**src/pcie_chk_cfg.svh**
```systemverilog
`ifndef PCHK_CFG_SVH
`define PCHK_CFG_SVH

// event lanes, fixed by the lane meanings
`define PCHK_EVT_COUNT 6
`define PCHK_CNT_W 16
`define PCHK_ADDR_W 8
`define PCHK_DATA_W 32

`define PCHK_REG_ID 8'h00
`define PCHK_REG_CMD 8'h04
`define PCHK_REG_DCMD 8'h08
`define PCHK_REG_LNK 8'h0C
`define PCHK_REG_CNT0 8'h10
`define PCHK_REG_CLR 8'h30

`endif

```
**src/pcie_chk_pkg.sv**
```systemverilog
`include "pcie_chk_cfg.svh"

package pcie_chk_pkg;

  typedef logic [7:0] bus_num_t;
  typedef logic [4:0] dev_num_t;
  typedef logic [2:0] fn_num_t;
  typedef logic [15:0] cfg_word_t;

  typedef logic [`PCHK_EVT_COUNT-1:0] evt_vec_t;
  typedef logic [`PCHK_CNT_W-1:0] evt_cnt_t;

  // lane order, also the counter register order
  typedef enum logic [2:0] {
    evt_id_chg   = 3'd0,
    evt_cmd_chg  = 3'd1,
    evt_derr     = 3'd2,
    evt_lnk_chg  = 3'd3,
    evt_mode_ack = 3'd4,
    evt_sys_rst  = 3'd5
  } evt_idx_e;

  typedef enum logic {
    axil_idle,
    axil_resp
  } axil_state_e;

endpackage

```
**src/cfg_if.sv**
```systemverilog
`timescale 1ns/1ns

// synchronized config snapshot, sys_clk domain
interface cfg_if;
  pcie_chk_pkg::bus_num_t bus_num;
  pcie_chk_pkg::dev_num_t dev_num;
  pcie_chk_pkg::fn_num_t fn_num;
  pcie_chk_pkg::cfg_word_t command;
  pcie_chk_pkg::cfg_word_t dstatus;
  pcie_chk_pkg::cfg_word_t dcommand;
  pcie_chk_pkg::cfg_word_t lstatus;
  pcie_chk_pkg::cfg_word_t lcommand;
  pcie_chk_pkg::cfg_word_t dcommand2;

  modport src (
    output bus_num, dev_num, fn_num, command, dstatus,
    output dcommand, lstatus, lcommand, dcommand2
  );

  modport snk (
    input bus_num, dev_num, fn_num, command, dstatus,
    input dcommand, lstatus, lcommand, dcommand2
  );

endinterface

```
**src/cfg_axil_regs.sv**
```systemverilog
`timescale 1ns/1ns
`include "pcie_chk_cfg.svh"

module cfg_axil_regs (
  input  logic                                          sys_clk,
  input  logic                                          rst_n,
  cfg_if.snk                                            snap,
  input  pcie_chk_pkg::evt_cnt_t [`PCHK_EVT_COUNT-1:0] cnt,
  output pcie_chk_pkg::evt_vec_t                        cnt_clr,

  input  logic [`PCHK_ADDR_W-1:0]                       awaddr,
  input  logic                                          awvalid,
  output logic                                          awready,
  input  logic [`PCHK_DATA_W-1:0]                       wdata,
  input  logic [`PCHK_DATA_W/8-1:0]                     wstrb,
  input  logic                                          wvalid,
  output logic                                          wready,
  output logic [1:0]                                    bresp,
  output logic                                          bvalid,
  input  logic                                          bready,
  input  logic [`PCHK_ADDR_W-1:0]                       araddr,
  input  logic                                          arvalid,
  output logic                                          arready,
  output logic [`PCHK_DATA_W-1:0]                       rdata,
  output logic [1:0]                                    rresp,
  output logic                                          rvalid,
  input  logic                                          rready
);

  pcie_chk_pkg::axil_state_e              wr_state;
  pcie_chk_pkg::axil_state_e              rd_state;
  logic                                   wr_accept;
  logic                                   rd_accept;
  logic                                   cnt_hit;
  logic [`PCHK_ADDR_W-1:0]                cnt_off;
  logic [$clog2(`PCHK_EVT_COUNT)-1:0]     cnt_lane;
  logic [`PCHK_DATA_W-1:0]                rd_word;

  // address and data taken together, only while no response is pending
  assign wr_accept = (wr_state == pcie_chk_pkg::axil_idle) && awvalid && wvalid;
  assign awready   = wr_accept;
  assign wready    = wr_accept;
  assign bvalid    = (wr_state == pcie_chk_pkg::axil_resp);
  assign bresp     = 2'b00;

  always_ff @(posedge sys_clk) begin
    if (!rst_n) begin
      wr_state <= pcie_chk_pkg::axil_idle;
      cnt_clr  <= '0;
    end else begin
      cnt_clr <= '0;
      case (wr_state)
        pcie_chk_pkg::axil_idle: begin
          if (wr_accept) begin
            wr_state <= pcie_chk_pkg::axil_resp;
            if (awaddr == `PCHK_REG_CLR && wstrb[0]) begin
              cnt_clr <= wdata[`PCHK_EVT_COUNT-1:0];
            end
          end
        end
        default: begin
          if (bready) begin
            wr_state <= pcie_chk_pkg::axil_idle;
          end
        end
      endcase
    end
  end

  assign rd_accept = (rd_state == pcie_chk_pkg::axil_idle) && arvalid;
  assign arready   = rd_accept;
  assign rvalid    = (rd_state == pcie_chk_pkg::axil_resp);
  assign rresp     = 2'b00;

  // counter window, one word per lane
  assign cnt_off  = araddr - `PCHK_REG_CNT0;
  assign cnt_lane = cnt_off[$clog2(`PCHK_EVT_COUNT)+1:2];
  assign cnt_hit  = (araddr >= `PCHK_REG_CNT0) &&
                    (araddr < `PCHK_REG_CNT0 + 4 * `PCHK_EVT_COUNT) &&
                    (araddr[1:0] == 2'b00);

  always_comb begin
    rd_word = '0;
    case (araddr)
      `PCHK_REG_ID:   rd_word = {16'h0000, snap.bus_num, snap.dev_num, snap.fn_num};
      `PCHK_REG_CMD:  rd_word = {snap.dstatus, snap.command};
      `PCHK_REG_DCMD: rd_word = {snap.dcommand2, snap.dcommand};
      `PCHK_REG_LNK:  rd_word = {snap.lstatus, snap.lcommand};
      default: begin
        if (cnt_hit) begin
          rd_word = {{(`PCHK_DATA_W - `PCHK_CNT_W){1'b0}}, cnt[cnt_lane]};
        end
      end
    endcase
  end

  // rdata is held from acceptance until rready
  always_ff @(posedge sys_clk) begin
    if (rd_accept) begin
      rdata <= rd_word;
    end
  end

  always_ff @(posedge sys_clk) begin
    if (!rst_n) begin
      rd_state <= pcie_chk_pkg::axil_idle;
    end else begin
      case (rd_state)
        pcie_chk_pkg::axil_idle: begin
          if (rd_accept) begin
            rd_state <= pcie_chk_pkg::axil_resp;
          end
        end
        default: begin
          if (rready) begin
            rd_state <= pcie_chk_pkg::axil_idle;
          end
        end
      endcase
    end
  end

endmodule

```
**src/flat_wrapper.sv**
```systemverilog
// flat-port wrapper written by rule: the top's interface ports become plain ports
module cfg_axil_regs_flat 
  (sys_clk, rst_n, cnt, cnt_clr, awaddr, awvalid, awready, wdata, wstrb, wvalid, wready, bresp, bvalid, bready, araddr, arvalid, arready, rdata, rresp, rvalid, rready, snap_bus_num, snap_dev_num, snap_fn_num, snap_command, snap_dstatus, snap_dcommand, snap_lstatus, snap_lcommand, snap_dcommand2);
  cfg_if snap_i ();
  input  logic sys_clk;
  input  logic rst_n;
  input  pcie_chk_pkg::evt_cnt_t [`PCHK_EVT_COUNT-1:0] cnt;
  output pcie_chk_pkg::evt_vec_t cnt_clr;
  input  logic [`PCHK_ADDR_W-1:0] awaddr;
  input  logic awvalid;
  output logic awready;
  input  logic [`PCHK_DATA_W-1:0] wdata;
  input  logic [`PCHK_DATA_W/8-1:0] wstrb;
  input  logic wvalid;
  output logic wready;
  output logic [1:0] bresp;
  output logic bvalid;
  input  logic bready;
  input  logic [`PCHK_ADDR_W-1:0] araddr;
  input  logic arvalid;
  output logic arready;
  output logic [`PCHK_DATA_W-1:0] rdata;
  output logic [1:0] rresp;
  output logic rvalid;
  input  logic rready;
  input wire logic [$bits(snap_i.bus_num)-1:0] snap_bus_num;
  input wire logic [$bits(snap_i.dev_num)-1:0] snap_dev_num;
  input wire logic [$bits(snap_i.fn_num)-1:0] snap_fn_num;
  input wire logic [$bits(snap_i.command)-1:0] snap_command;
  input wire logic [$bits(snap_i.dstatus)-1:0] snap_dstatus;
  input wire logic [$bits(snap_i.dcommand)-1:0] snap_dcommand;
  input wire logic [$bits(snap_i.lstatus)-1:0] snap_lstatus;
  input wire logic [$bits(snap_i.lcommand)-1:0] snap_lcommand;
  input wire logic [$bits(snap_i.dcommand2)-1:0] snap_dcommand2;
  assign snap_i.bus_num = snap_bus_num;
  assign snap_i.dev_num = snap_dev_num;
  assign snap_i.fn_num = snap_fn_num;
  assign snap_i.command = snap_command;
  assign snap_i.dstatus = snap_dstatus;
  assign snap_i.dcommand = snap_dcommand;
  assign snap_i.lstatus = snap_lstatus;
  assign snap_i.lcommand = snap_lcommand;
  assign snap_i.dcommand2 = snap_dcommand2;
  cfg_axil_regs u_core (.sys_clk(sys_clk), .rst_n(rst_n), .snap(snap_i), .cnt(cnt), .cnt_clr(cnt_clr), .awaddr(awaddr), .awvalid(awvalid), .awready(awready), .wdata(wdata), .wstrb(wstrb), .wvalid(wvalid), .wready(wready), .bresp(bresp), .bvalid(bvalid), .bready(bready), .araddr(araddr), .arvalid(arvalid), .arready(arready), .rdata(rdata), .rresp(rresp), .rvalid(rvalid), .rready(rready));
endmodule
```
**config.mk**
```make
export PLATFORM = sky130hd
export DESIGN_NAME = cfg_axil_regs_flat
export DESIGN_NICKNAME = d
export VERILOG_FILES = /design/src/pcie_chk_pkg.sv /design/src/cfg_if.sv /design/src/cfg_axil_regs.sv /design/src/flat_wrapper.sv
export VERILOG_INCLUDE_DIRS = /design/src
export SDC_FILE = /design/constraint.sdc
export NUM_CORES = 1
export LEC_CHECK = 0
export ABC_AREA = 1
export ABC_CLOCK_PERIOD_IN_PS = 2500
export BUFFER_PORTS_ARGS = -buffer_cell sky130_fd_sc_hd__buf_2
export CAP_MARGIN = 20
export CORE_AREA = 3 3 119 121
export DETAILED_ROUTE_END_ITERATION = 6
export DIE_AREA = 0 0 122 124
export PLACE_DENSITY_LB_ADDON = 0.2
export RECOVER_POWER = 25
export SLEW_MARGIN = 20
export SYNTH_ARGS = -nofsm -noshare
export SYNTH_HDL_FRONTEND = slang
export SYNTH_SLANG_ARGS = --single-unit
```
**constraint.sdc**
```tcl
create_clock -name sys_clk -period 2.5 [get_ports sys_clk]
set_clock_uncertainty 0.1 [all_clocks]
set_input_delay 0.125 -clock sys_clk [delete_from_list [all_inputs] [get_ports sys_clk]]
set_output_delay 0.125 -clock sys_clk [all_outputs]
set_load 0.02 [all_outputs]
```
==> flow_summary.ini <==
[yosys]
ys_ff_latch = 40
synth_warnings = 0
synth_simple_gate_area_frac = 0.542
netlist_area_mm2 = 0.00360
synth_compound_area_frac = 0.00348
postSynthAreaPerCell_um2 = 5.87
ys_seq_area_frac = 0.312
synth_top_family_by_area = simple AND/OR/NAND/NOR gates
synthDistinctLibCells = 23
synth_fa_ha_area_frac = 0
synth_cells = 613
muxShareOfSynthArea = 0
synth_xor_area_frac = 0

[drt]
totalWireLength_mm = 14.3
num_vias = 4547
drt_iter0_drc = 230
wl_per_cell_um = 13.5
firstDrtPassIters = 4
drc_errors = 0
viasPerCell = 4.30
drt.antenna.violating_nets = 0

[sta]
max_freq_mhz = 579
hold_violations = 0
period_share = 0.690
slew_headroom = 0.450
worstMarginPinSlew_ns = 0.824
min_period_ns = 1.73
setup_viol = 0
setup_tns_ns = 0
fin_hold_ws_ns = 0.0173
finalMaxSlewViolations = 0
rsz0062_at_grt = no

[global_routing]
grt_max_degree = 49
grt_overflow_total = 0
grt_use_total = 0.181
antenna_found_initial = 2
grt_pass1_wl_mm = 21.4
grt_pass1_vias = 4250

[clock_network]
cts_resized = 0
clk_latency_ns = 0.28
cts_root_buffer = clkbuf_16
cts_setup_buffers = 0
htree_levels = 2
numCtsBuffers = 5
clk_pin_slew_ns = 0.06
cts_buffer_depth = 2
cts_sinks = 40
cts_tree = yes
ctsHoldBuffers = 7

[final_layout]
final_cell_mix = 295 x nand2_1, 253 x buf_2, 111 x nand3_1
drive_gt1_frac = 0.323
diodes = 0
area_delta_synth_final_pct = 46.0
fin_nets = 1148
final_common_cell = nand2_1

[place]
gp_congestion = 0.803
dp_hpwl_mm = 11.4
place.port_buffers = 280

[hold_path]
min_to = u_core.rdata[21]
holdPathStages = 3
hold_path_class = primary input to flop
hp-start = snap_lstatus[5]

[setup_path]
worstSetupEndpointType = flop
ff2ff_path_depth = 2
arrival_ns = 1.77
critical_path.max_fanout = 18
worstSetupPathType = primary input to flop
r2r_start = u_core.rvalid
rrSetupSlack_ns = 1.17
reg2reg_to = u_core.rdata[11]
worstPathRequired_ns = 2.55
crit_path_start_kind = primary input

[die]
rows = 42
num_io_pins = 314
die_y_um = 124
coreArea_mm2 = 0.0132
dieWidth_um = 122
start_util = 0.273
die_area_mm2 = 0.0151

[power_and_ir_drop]
irDropWorstVdd_uv = 276
power.density_mw_per_mm2 = 359
leakagePower_uw = 0.00315

[job]
cap_violations = 0

[outcome]
status = finished, final reports clean
[cells in the mapped netlist, drive strengths merged]
master / n / share of area
inv: 77 / 0.081
clkbuf: 7 / 0.0073
nor2: 40 / 0.051
nor3: 3 / 0.014
dfxtp: 8 / 0.045
buf: 29 / 0.052
a21oi: 1 / 0.0014
nand2: 300 / 0.32
clkinv: 1 / 0.0010
o21a: 1 / 0.0021
nand4: 2 / 0.0035
edfxtp: 32 / 0.27
nand3: 111 / 0.15
conb: 1 / 0.0010
[per-layer routing]
| metal | wire length [µm] | GRT usage | vias up |
|---|---|---|---|
| met1 | 6210 | 0.234 | 1907 |
| met3 | 1430 | 0.0454 | 14 |
| met2 | 6490 | 0.304 | 210 |
| li1 | - | - | 2412 |
| met5 | 21 | 0 | - |
| met4 | 169 | 0.0427 | 4 |
[worst max-delay path by stage]
stage	startpoint	end	slack, ns
3_3_place_gp	araddr[4]	u_core.rdata[9]	0.50
2_1_floorplan	u_core.rvalid	u_core.rdata[0]	0.56
4_1_cts	araddr[4]	u_core.rdata[9]	0.74
6_report	araddr[4]	u_core.rdata[9]	0.77
5_1_grt	araddr[4]	u_core.rdata[15]	0.57
3_5_place_dp	araddr[4]	u_core.rdata[9]	0.44
[power breakdown]
group | total (µW) | internal (µW) | switching [µW]
registers | 757 | 749 | 8.36
clock network | 614 | 363 | 252
logic | 513 | 222 | 291
total | 1880 | 1330 | 551
[layout make-up]
class	count	area [µm²]
Sequential cell	40	1120
Multi-Input combinational cell	462	1990
Clock inverter	3	13.8
Inverter	78	295
Fill cell	1503	7940
Clock buffer	5	125
Timing Repair Buffer	294	1490
Tap cell	176	220
[state kept, by name (all words and copies together), names as in the netlist]
signal and count:
u_core.rdata 32, u_core.cnt_clr 6, u_core.rvalid 1, u_core.bvalid 1
[per-stage QoR]
stage	setup WS, ns	power (µW)	utilization	area, µm²	std cells
6_report	0.774	1880	0.398	5250	1058
5_1_grt	0.570	2000	0.398	5250	1058
4_1_cts	0.735	1920	0.401	5290	1058
3_5_place_dp	0.443	1280	0.385	5080	1043
3_3_place_gp	0.503	1290	0.385	5080	1043
2_1_floorplan	0.563	1030	-	3610	616
[cells by family after synthesis]
family / Yosys count
flops: 40
compound gates: 2
buf+inv: 114
simple gates: 456
other cells: 1
[worst max-delay path: stages]
cell and delay, ns:
buf_2 0.32, inv_4 0.17, nand2_4 0.21, nand2_1 0.09
nor2_2 0.50, nand3_1 0.23, nand2_1 0.11
Note: power is estimated with default switching activity, not from simulation.
